**src/rtl/core_ctrl_config.svh**
```systemverilog
`ifndef CORE_CTRL_CONFIG_SVH
`define CORE_CTRL_CONFIG_SVH

// controller state code width
`define CTRL_STATE_W 4
// fetch stage pc source select width
`define PC_SEL_W 3
// resolved id-stage event code width
`define ID_EVENT_W 3

`endif

```
**src/rtl/ctrl_pkg.sv**
```systemverilog
`include "core_ctrl_config.svh"

`default_nettype none

package ctrl_pkg;

  //////////////////////////////////////////////////
  // controller state
  //////////////////////////////////////////////////

  // debug states come in pairs, the _SLEEP ones return to SLEEP
  typedef enum logic [`CTRL_STATE_W-1:0] {
    RESET,
    BOOT_SET,
    SLEEP,
    FIRST_FETCH,
    DECODE,
    FLUSH,
    IRQ_TAKEN,
    DBG_SIGNAL,
    DBG_SIGNAL_SLEEP,
    DBG_WAIT,
    DBG_WAIT_SLEEP
  } ctrl_state_e;

  //////////////////////////////////////////////////
  // id-stage events
  //////////////////////////////////////////////////

  // one code per cycle, already priority resolved
  typedef enum logic [`ID_EVENT_W-1:0] {
    EV_NONE,
    // branch or jump target is ready
    EV_REDIRECT,
    EV_FLUSH_INT,
    EV_FLUSH_MRET,
    // wfi or ebreak
    EV_FLUSH_OTHER,
    EV_IRQ,
    EV_DBG
  } id_event_e;

  // why the pipe is being flushed, kept for the FLUSH cycle
  typedef enum logic [1:0] {
    FC_INT,
    FC_MRET,
    FC_OTHER
  } flush_cause_e;

endpackage

`default_nettype wire

```
**src/rtl/fetch_pkg.sv**
```systemverilog
`include "core_ctrl_config.svh"

`default_nettype none

package fetch_pkg;

  // pc source select towards the prefetcher
  // encodings match the fetch stage pc mux
  typedef enum logic [`PC_SEL_W-1:0] {
    PC_BOOT      = 3'b000,
    PC_JUMP      = 3'b010,
    PC_EXCEPTION = 3'b100,
    PC_ERET      = 3'b101,
    // next pc written by the debug unit
    PC_DBG_NPC   = 3'b111
  } pc_sel_e;

endpackage

`default_nettype wire

```
**src/rtl/id_event_if.sv**
```systemverilog
`default_nettype none

interface id_event_if;
  import ctrl_pkg::*;

  // fsm sits in DECODE
  logic      decode_active;
  // resolved event, EV_NONE outside DECODE
  id_event_e ev;
  // DECODE with a valid instruction in ID
  logic      is_decoding;
  // flush or irq, stop IF and ID this cycle
  logic      halt_req;

  // arbiter side
  modport arb (
    input  decode_active,
    output ev,
    output is_decoding,
    output halt_req
  );

  // state machine side
  modport fsm (
    output decode_active,
    input  ev,
    input  halt_req
  );

endinterface

`default_nettype wire

```
**src/rtl/id_event_arbiter.sv**
```systemverilog
`default_nettype none

module id_event_arbiter (
  id_event_if.arb ev_o,

  input  logic instr_valid_i,
  input  logic branch_set_i,
  input  logic jump_set_i,
  input  logic int_req_i,
  input  logic mret_insn_i,
  input  logic pipe_flush_i,
  input  logic ebrk_insn_i,
  input  logic ext_req_i,
  input  logic instr_multicycle_i,
  input  logic branch_in_id_i,
  input  logic branch_taken_ex_i,
  input  logic dbg_req_i,
  input  logic illegal_insn_i,

  output logic deassert_we_o
);
  import ctrl_pkg::*;

  id_event_e ev_d;
  logic      decoding;

  //////////////////////////////////////////////////
  // event priority
  //////////////////////////////////////////////////

  // redirect first, then the flushes, then irq and debug
  always_comb begin
    ev_d = EV_NONE;
    if (ev_o.decode_active) begin
      if (instr_valid_i) begin
        if (branch_set_i || jump_set_i) begin
          ev_d = EV_REDIRECT;
        end else if (int_req_i) begin
          ev_d = EV_FLUSH_INT;
        end else if (mret_insn_i) begin
          ev_d = EV_FLUSH_MRET;
        end else if (pipe_flush_i || ebrk_insn_i) begin
          // wfi and ebreak share one flush path
          ev_d = EV_FLUSH_OTHER;
        end else if (ext_req_i && !instr_multicycle_i && !branch_in_id_i) begin
          // irq waits for multicycle ops and branches in ID to finish
          ev_d = EV_IRQ;
        end else if (dbg_req_i && !branch_taken_ex_i) begin
          ev_d = EV_DBG;
        end
      end else if (ext_req_i) begin
        // empty ID stage, only an irq can be taken
        ev_d = EV_IRQ;
      end
    end
  end

  assign decoding = ev_o.decode_active & instr_valid_i;

  assign ev_o.ev          = ev_d;
  assign ev_o.is_decoding = decoding;

  // debug only halts IF, so it is left out here
  assign ev_o.halt_req = (ev_d == EV_FLUSH_INT)   ||
                         (ev_d == EV_FLUSH_MRET)  ||
                         (ev_d == EV_FLUSH_OTHER) ||
                         (ev_d == EV_IRQ);

  //////////////////////////////////////////////////
  // write enable
  //////////////////////////////////////////////////

  // no regfile write outside decode or for an illegal insn
  assign deassert_we_o = ~decoding | illegal_insn_i;

endmodule

`default_nettype wire

```
**src/rtl/ctrl_fsm.sv**
```systemverilog
`default_nettype none

module ctrl_fsm (
  input  logic              clk,
  input  logic              rst_n,

  input  logic              fetch_enable_i,
  input  logic              ext_req_i,
  input  logic              dbg_req_i,
  input  logic              dbg_stall_i,
  input  logic              dbg_jump_req_i,
  input  logic              id_ready_i,

  id_event_if.fsm           ev_i,

  output logic              ctrl_busy_o,
  output logic              instr_req_o,
  output logic              pc_set_o,
  output fetch_pkg::pc_sel_e pc_mux_o,
  output logic              halt_if_o,
  output logic              halt_id_o,
  output logic              exc_ack_o,
  output logic              irq_ack_o,
  output logic              exc_save_if_o,
  output logic              exc_save_id_o,
  output logic              exc_restore_id_o,
  output logic              dbg_ack_o
);
  import ctrl_pkg::*;
  import fetch_pkg::*;

  ctrl_state_e  state_q, state_d;
  flush_cause_e cause_q, cause_d;

  assign ev_i.decode_active = (state_q == DECODE);

  // map the flush event onto its cause
  always_comb begin
    case (ev_i.ev)
      EV_FLUSH_INT:  cause_d = FC_INT;
      EV_FLUSH_MRET: cause_d = FC_MRET;
      default:       cause_d = FC_OTHER;
    endcase
  end

  //////////////////////////////////////////////////
  // next state and outputs
  //////////////////////////////////////////////////

  always_comb begin
    state_d          = state_q;
    instr_req_o      = 1'b1;
    ctrl_busy_o      = 1'b1;
    pc_set_o         = 1'b0;
    pc_mux_o         = PC_BOOT;
    halt_if_o        = 1'b0;
    halt_id_o        = 1'b0;
    exc_ack_o        = 1'b0;
    irq_ack_o        = 1'b0;
    exc_save_if_o    = 1'b0;
    exc_save_id_o    = 1'b0;
    exc_restore_id_o = 1'b0;
    dbg_ack_o        = 1'b0;

    case (state_q)
      // idle until fetch is enabled, debug may still break in
      RESET: begin
        instr_req_o = 1'b0;
        ctrl_busy_o = 1'b0;
        if (fetch_enable_i) begin
          state_d = BOOT_SET;
        end else if (dbg_req_i) begin
          state_d = DBG_SIGNAL;
        end
      end

      // load the boot address into the prefetcher
      BOOT_SET: begin
        pc_set_o = 1'b1;
        pc_mux_o = PC_BOOT;
        state_d  = FIRST_FETCH;
      end

      SLEEP: begin
        instr_req_o = 1'b0;
        ctrl_busy_o = 1'b0;
        halt_if_o   = 1'b1;
        halt_id_o   = 1'b1;
        if (dbg_req_i) begin
          // wake-up pending means debug returns to decode, not sleep
          if (fetch_enable_i || ext_req_i) begin
            state_d = DBG_SIGNAL;
          end else begin
            state_d = DBG_SIGNAL_SLEEP;
          end
        end else if (fetch_enable_i || ext_req_i) begin
          state_d = FIRST_FETCH;
        end
      end

      // wait for the first instruction to reach ID
      FIRST_FETCH: begin
        if (id_ready_i && !dbg_stall_i) begin
          state_d = DECODE;
        end
        // pipe is empty here, so an irq can go straight in
        if (ext_req_i) begin
          halt_if_o = 1'b1;
          halt_id_o = 1'b1;
          state_d   = IRQ_TAKEN;
        end
      end

      DECODE: begin
        halt_if_o = ev_i.halt_req | (ev_i.ev == EV_DBG);
        halt_id_o = ev_i.halt_req;
        case (ev_i.ev)
          EV_REDIRECT: begin
            pc_set_o = 1'b1;
            pc_mux_o = PC_JUMP;
            if (dbg_req_i) begin
              state_d = DBG_SIGNAL;
            end
          end
          EV_FLUSH_INT, EV_FLUSH_MRET, EV_FLUSH_OTHER: begin
            state_d = FLUSH;
          end
          EV_IRQ: begin
            state_d = IRQ_TAKEN;
          end
          // debug entry is held off until ID can accept it
          EV_DBG: begin
            if (id_ready_i) begin
              state_d = DBG_SIGNAL;
            end
          end
          default: begin
          end
        endcase
      end

      // single flush cycle, acts on the cause latched in DECODE
      FLUSH: begin
        halt_if_o = 1'b1;
        halt_id_o = 1'b1;
        if (fetch_enable_i) begin
          state_d = dbg_req_i ? DBG_SIGNAL : DECODE;
          case (cause_q)
            FC_INT: begin
              pc_set_o      = 1'b1;
              pc_mux_o      = PC_EXCEPTION;
              exc_ack_o     = 1'b1;
              exc_save_id_o = 1'b1;
            end
            FC_MRET: begin
              pc_set_o         = 1'b1;
              pc_mux_o         = PC_ERET;
              exc_restore_id_o = 1'b1;
            end
            default: begin
              halt_if_o = dbg_req_i;
            end
          endcase
        end else begin
          // mret still restores the pc before going to sleep
          if (cause_q == FC_MRET) begin
            pc_set_o         = 1'b1;
            pc_mux_o         = PC_ERET;
            exc_restore_id_o = 1'b1;
          end
          state_d = dbg_req_i ? DBG_SIGNAL_SLEEP : SLEEP;
        end
      end

      IRQ_TAKEN: begin
        pc_set_o      = 1'b1;
        pc_mux_o      = PC_EXCEPTION;
        exc_ack_o     = 1'b1;
        irq_ack_o     = 1'b1;
        // instr in ID already retired or was invalid
        exc_save_if_o = 1'b1;
        state_d       = DECODE;
      end

      //////////////////////////////////////////////////
      // debug handshake
      //////////////////////////////////////////////////

      // pipe is quiet, hand control to the debugger
      DBG_SIGNAL: begin
        dbg_ack_o = 1'b1;
        halt_if_o = 1'b1;
        state_d   = DBG_WAIT;
      end

      DBG_SIGNAL_SLEEP: begin
        dbg_ack_o = 1'b1;
        halt_if_o = 1'b1;
        state_d   = DBG_WAIT_SLEEP;
      end

      // debugger owns the core until stall drops
      DBG_WAIT: begin
        halt_if_o = 1'b1;
        if (dbg_jump_req_i) begin
          pc_set_o = 1'b1;
          pc_mux_o = PC_DBG_NPC;
        end
        if (!dbg_stall_i) begin
          state_d = DECODE;
        end
      end

      DBG_WAIT_SLEEP: begin
        halt_if_o = 1'b1;
        // a debug jump means the core should run afterwards
        if (dbg_jump_req_i) begin
          pc_set_o = 1'b1;
          pc_mux_o = PC_DBG_NPC;
          state_d  = DBG_WAIT;
        end
        if (!dbg_stall_i) begin
          state_d = SLEEP;
        end
      end

      default: begin
        instr_req_o = 1'b0;
        state_d     = RESET;
      end
    endcase
  end

  //////////////////////////////////////////////////
  // state and flush cause registers
  //////////////////////////////////////////////////

  always_ff @(posedge clk or negedge rst_n) begin
    if (!rst_n) begin
      state_q <= RESET;
      cause_q <= FC_OTHER;
    end else begin
      state_q <= state_d;
      // capture on the DECODE to FLUSH step only
      if (state_q == DECODE && state_d == FLUSH) begin
        cause_q <= cause_d;
      end
    end
  end

endmodule

`default_nettype wire

```
**src/rtl/core_ctrl.sv**
```systemverilog
`default_nettype none

module core_ctrl (
  input  logic               clk,
  input  logic               rst_n,

  input  logic               fetch_enable_i,
  output logic               ctrl_busy_o,
  output logic               is_decoding_o,

  // decoder
  output logic               deassert_we_o,
  input  logic               illegal_insn_i,
  input  logic               mret_insn_i,
  input  logic               pipe_flush_i,
  input  logic               ebrk_insn_i,
  input  logic               instr_valid_i,

  // prefetcher
  output logic               instr_req_o,
  output logic               pc_set_o,
  output fetch_pkg::pc_sel_e pc_mux_o,

  // branch and jump
  input  logic               branch_in_id_i,
  input  logic               branch_taken_ex_i,
  input  logic               branch_set_i,
  input  logic               jump_set_i,
  input  logic               instr_multicycle_i,

  // exceptions
  input  logic               int_req_i,
  input  logic               ext_req_i,
  output logic               exc_ack_o,
  output logic               irq_ack_o,
  output logic               exc_save_if_o,
  output logic               exc_save_id_o,
  output logic               exc_restore_id_o,

  // debug
  input  logic               dbg_req_i,
  output logic               dbg_ack_o,
  input  logic               dbg_stall_i,
  input  logic               dbg_jump_req_i,

  // pipeline control
  output logic               halt_if_o,
  output logic               halt_id_o,
  input  logic               id_ready_i
);

  id_event_if ev_if ();

  assign is_decoding_o = ev_if.is_decoding;

  id_event_arbiter id_event_arbiter_i (
    .ev_o               (ev_if.arb),
    .instr_valid_i      (instr_valid_i),
    .branch_set_i       (branch_set_i),
    .jump_set_i         (jump_set_i),
    .int_req_i          (int_req_i),
    .mret_insn_i        (mret_insn_i),
    .pipe_flush_i       (pipe_flush_i),
    .ebrk_insn_i        (ebrk_insn_i),
    .ext_req_i          (ext_req_i),
    .instr_multicycle_i (instr_multicycle_i),
    .branch_in_id_i     (branch_in_id_i),
    .branch_taken_ex_i  (branch_taken_ex_i),
    .dbg_req_i          (dbg_req_i),
    .illegal_insn_i     (illegal_insn_i),
    .deassert_we_o      (deassert_we_o)
  );

  ctrl_fsm ctrl_fsm_i (
    .clk              (clk),
    .rst_n            (rst_n),
    .fetch_enable_i   (fetch_enable_i),
    .ext_req_i        (ext_req_i),
    .dbg_req_i        (dbg_req_i),
    .dbg_stall_i      (dbg_stall_i),
    .dbg_jump_req_i   (dbg_jump_req_i),
    .id_ready_i       (id_ready_i),
    .ev_i             (ev_if.fsm),
    .ctrl_busy_o      (ctrl_busy_o),
    .instr_req_o      (instr_req_o),
    .pc_set_o         (pc_set_o),
    .pc_mux_o         (pc_mux_o),
    .halt_if_o        (halt_if_o),
    .halt_id_o        (halt_id_o),
    .exc_ack_o        (exc_ack_o),
    .irq_ack_o        (irq_ack_o),
    .exc_save_if_o    (exc_save_if_o),
    .exc_save_id_o    (exc_save_id_o),
    .exc_restore_id_o (exc_restore_id_o),
    .dbg_ack_o        (dbg_ack_o)
  );

endmodule

`default_nettype wire

```
**config.mk**
```make
export PLATFORM = sky130hd
export DESIGN_NAME = core_ctrl
export DESIGN_NICKNAME = d
export VERILOG_FILES = /design/src/rtl/ctrl_pkg.sv /design/src/rtl/fetch_pkg.sv /design/src/rtl/id_event_if.sv /design/src/rtl/id_event_arbiter.sv /design/src/rtl/ctrl_fsm.sv /design/src/rtl/core_ctrl.sv
export VERILOG_INCLUDE_DIRS = /design/src /design/src/rtl
export SDC_FILE = /design/constraint.sdc
export NUM_CORES = 1
export LEC_CHECK = 0
export ABC_AREA = 0
export ABC_CLOCK_PERIOD_IN_PS = 3000
export BUFFER_PORTS_ARGS = -buffer_cell sky130_fd_sc_hd__buf_4
export CAP_MARGIN = 20
export CORE_MARGIN = 1
export CORE_UTILIZATION = 49
export CTS_BUF_LIST = sky130_fd_sc_hd__clkbuf_16
export DETAILED_ROUTE_END_ITERATION = 7
export PLACE_DENSITY = 0.76
export SLEW_MARGIN = 20
export SYNTH_ARGS = -nofsm -noshare
export SYNTH_HDL_FRONTEND = slang
export SYNTH_SLANG_ARGS = --single-unit
```
**constraint.sdc**
```tcl
create_clock -name clk -period 3 [get_ports clk]
set_input_delay 0.6 -clock clk [delete_from_list [all_inputs] [get_ports clk]]
set_output_delay 0.6 -clock clk [all_outputs]
set_load 0.02 [all_outputs]
```
==> results.yml <==
clocking:
  htreeDepth: 1
  tritoncts: "done"
  post_cts_buffers: 0
  cts.repair.resized: 0
  cts_buffer_depth: 2
  cts-hold-fix-buffers: 0
  cts_root_buffer: "clkbuf_16"
  clk_pin_slew_ps: 40
  numCtsBuffers: 3
  clock-sinks: 6
  clock_latency_ps: 230
floorplanning:
  dieHeight_um: 46.3
  die-width_um: 46.3
  io_pins: 35
  dieArea_sq_mm: 0.00214
  core_area_sq_mm: 0.00178
  start_util: 0.539
  core.rowCount: 15
critical_path:
  r2r-end: "ctrl_fsm_i.cause_q[0]"
  path_common_cell: "buf_4"
  critPathMaxStageDelay_ps: 540
  r2r-start: "ctrl_fsm_i.state_q[1]"
  path_max_fanout: 9
  path_depth: 6
  crit_type: "input port to output port"
  crit_arrival_ps: 2240
  rr_worst_depth: 6
  worstSetupEndpointType: "output port"
  critical_path_required_ps: 2400
  cp_top_family: "simple AND/OR/NAND/NOR gates"
  cp_slowest_cell: "or4_1"
  reg2reg_slack_ps: 800
  critPathLaunchType: "input port"
  crit_chain: "buf_4 > or3b_4 > a311oi_4 > nor3_2 > or4_1 > buf_4"
  path_buf_inv: 2
placement:
  hpwl_mm: 2.19
  gp_congestion: 0.857
  placed_cells: 191
  io_buffers: 34
final_layout:
  seq_area_sq_um: 151
  finalNonFillerCells: 195
  drive_gt1_frac: 0.300
  n_antenna_cell: 0
  fillers: 152
  multiInputGateArea_sq_um: 719
  final_core_util: 0.721
  nets: 192
  syn2layout_area_growth_pct: 33.7
sta:
  max_slew_margin: 0.647
  setup-violations-final: 0
  rsz0062_at_grt: "no"
  fmax_mhz: 352
  worst_pin_slew_ps: 529
  min_period_over_period: 0.948
  finalHoldViolCount: 0
  tns_ps: 0
  hold_ws_ps: 169
  fin_crit_ps: 2840
  slew_violations: 0
  finClkSkew_ps: 3.58
logic_synthesis:
  yosys_register_bits: 6
  synthesis.nets: 161
  syn-cell-area_sq_um: 961
  synth-seq-area-share: 0.158
  synth_ff_type: "dfrtp_1"
  postSynthCellCount: 140
  synth_edf_count: 0
  synth_cell_type_count: 46
  post_synth.cell_area_avg_sq_um: 6.86
  async_reset_ff_frac: 1.00
  ys.warnings.count: 0
pwr:
  peakVddDrop_mv: 0.513
  powerDensity_mw_per_mm2: 950
  finalPower_mw: 1.22
  leakage_nw: 0.588
drt:
  drtIter0Drc: 41
  dr.pass1.iters: 5
  routed_via_density: 5.91
  totalWireLength_mm: 2.78
  drc: 0
  route.vias.total: 1152
  ant_nets: 0
  wire_per_inst_um: 14.3
hold_path:
  worstHoldPathType: "input port to asynchronous set/reset pin"
global_routing:
  grt_pass1_vias: 1040
  grt_pass1_wl_mm: 4.37
  grt_util_all_layers: 0.279
  grt_overflow: 0
  antenna_found_initial: 0
  grt_max_degree: 19
run_status:
  status: "finished clean"
flow_run:
  cap_violations: 0
[registers in the layout, indices dropped and copies added (netlist names)]
name                flops
ctrl_fsm_i.cause_q      2
ctrl_fsm_i.state_q      4
[routing by layer]
metal,track usage,wire length (um),up-vias
li1,-,-,572
met1,0.344,1160,519
met2,0.496,1400,54
met3,0.0118,167,7
met4,0.118,53,0
met5,0,0,-
[power breakdown]
group	leakage (nW)	total [mW]	switching, mW	internal [mW]
combinational	0.472	0.806	0.459	0.347
sequential	0.0741	0.199	0.0770	0.122
clock	0.0423	0.216	0.0436	0.173
total	0.588	1.22	0.579	0.641
[through the flow]
| stage | cell area [sq um] | setup WS, ps |
|---|---|---|
| after floorplan | 961 | 292 |
| after global placement | 1210 | 191 |
| after detailed placement | 1210 | 156 |
| after CTS | 1280 | 155 |
| after global routing | 1280 | 122 |
| final | 1280 | 156 |
[logic make-up after synthesis]
kind of cell             count (synthesis)  share of synthesized area
adder cells (fa/ha/maj)                  2                     0.0260
AND/OR/NAND/NOR                         67                      0.397
buffers and inverters                   19                     0.0938
AO/OA/AOI/OAI                           46                      0.326
flip-flops                               6                      0.158
[cell usage in the layout (no fill, tap or decap), drive strengths merged]
master and count:
or3b 2, or2 3, inv 10, nor2b 2
a21oi 15, dfrtp 5, a22o 1, a311oi 1
ha 2, a222oi 1, a211o 1, a221oi 1
nand3b 2, o311ai 1, a21boi 1, nand3 2
nor2 17, o2111ai 2, o21ai 11, or3 1
nand2 12, o2bb2ai 1, o22ai 2, nor4b 2
o211a 1, a31oi 4, nand2b 10, or4 2
o221a 1, nor4 3, nor3 5, buf 36
a32oi 1, nor3b 2, o22a 1, clkbuf 3
or2b 1, dfstp 1, nand4 1
[how the worst max path moves through the flow]
stage	startpoint	endpoint
3_3_place_gp	ext_req_i	halt_if_o
2_1_floorplan	ext_req_i	halt_id_o
6_report	ext_req_i	halt_if_o
3_5_place_dp	ext_req_i	halt_if_o
5_1_grt	ext_req_i	halt_if_o
4_1_cts	ext_req_i	halt_if_o
[worst register-to-register path, cell delays in order (launching register included)]
cell	delay, ps
dfrtp_1	560
or2_2	400
nor2_1	210
nand2_1	130
nor4b_1	420
a21oi_1	130
a22o_2	230
[area by class of cell]
cell class,count,share of cell area
clock inverters,1,0.00292
repair buffers,36,0.210
inverters,9,0.0263
multi-input cells,115,0.560
clock buffers,3,0.0584
flip-flops and latches,6,0.118
well taps,25,0.0243
[cell usage after synthesis (all sizes together), types with 2 or more instances]
cell,instances,area share
or3b,2,0.021
buf,4,0.030
a31oi,4,0.026
nor3,5,0.031
or4,2,0.016
o21ai,11,0.057
nand3,2,0.010
nor2b,2,0.013
or2,3,0.020
nand2,12,0.047
o22ai,2,0.013
a21oi,15,0.078
nand3b,2,0.016
o2111ai,2,0.018
ha,2,0.026
nor2,17,0.066
inv,9,0.035
clkbuf,5,0.020
nor4b,2,0.018
nor4,3,0.035
nor3b,2,0.016
nand2b,10,0.068
dfrtp,5,0.13
(Power assumes the default switching activity.)
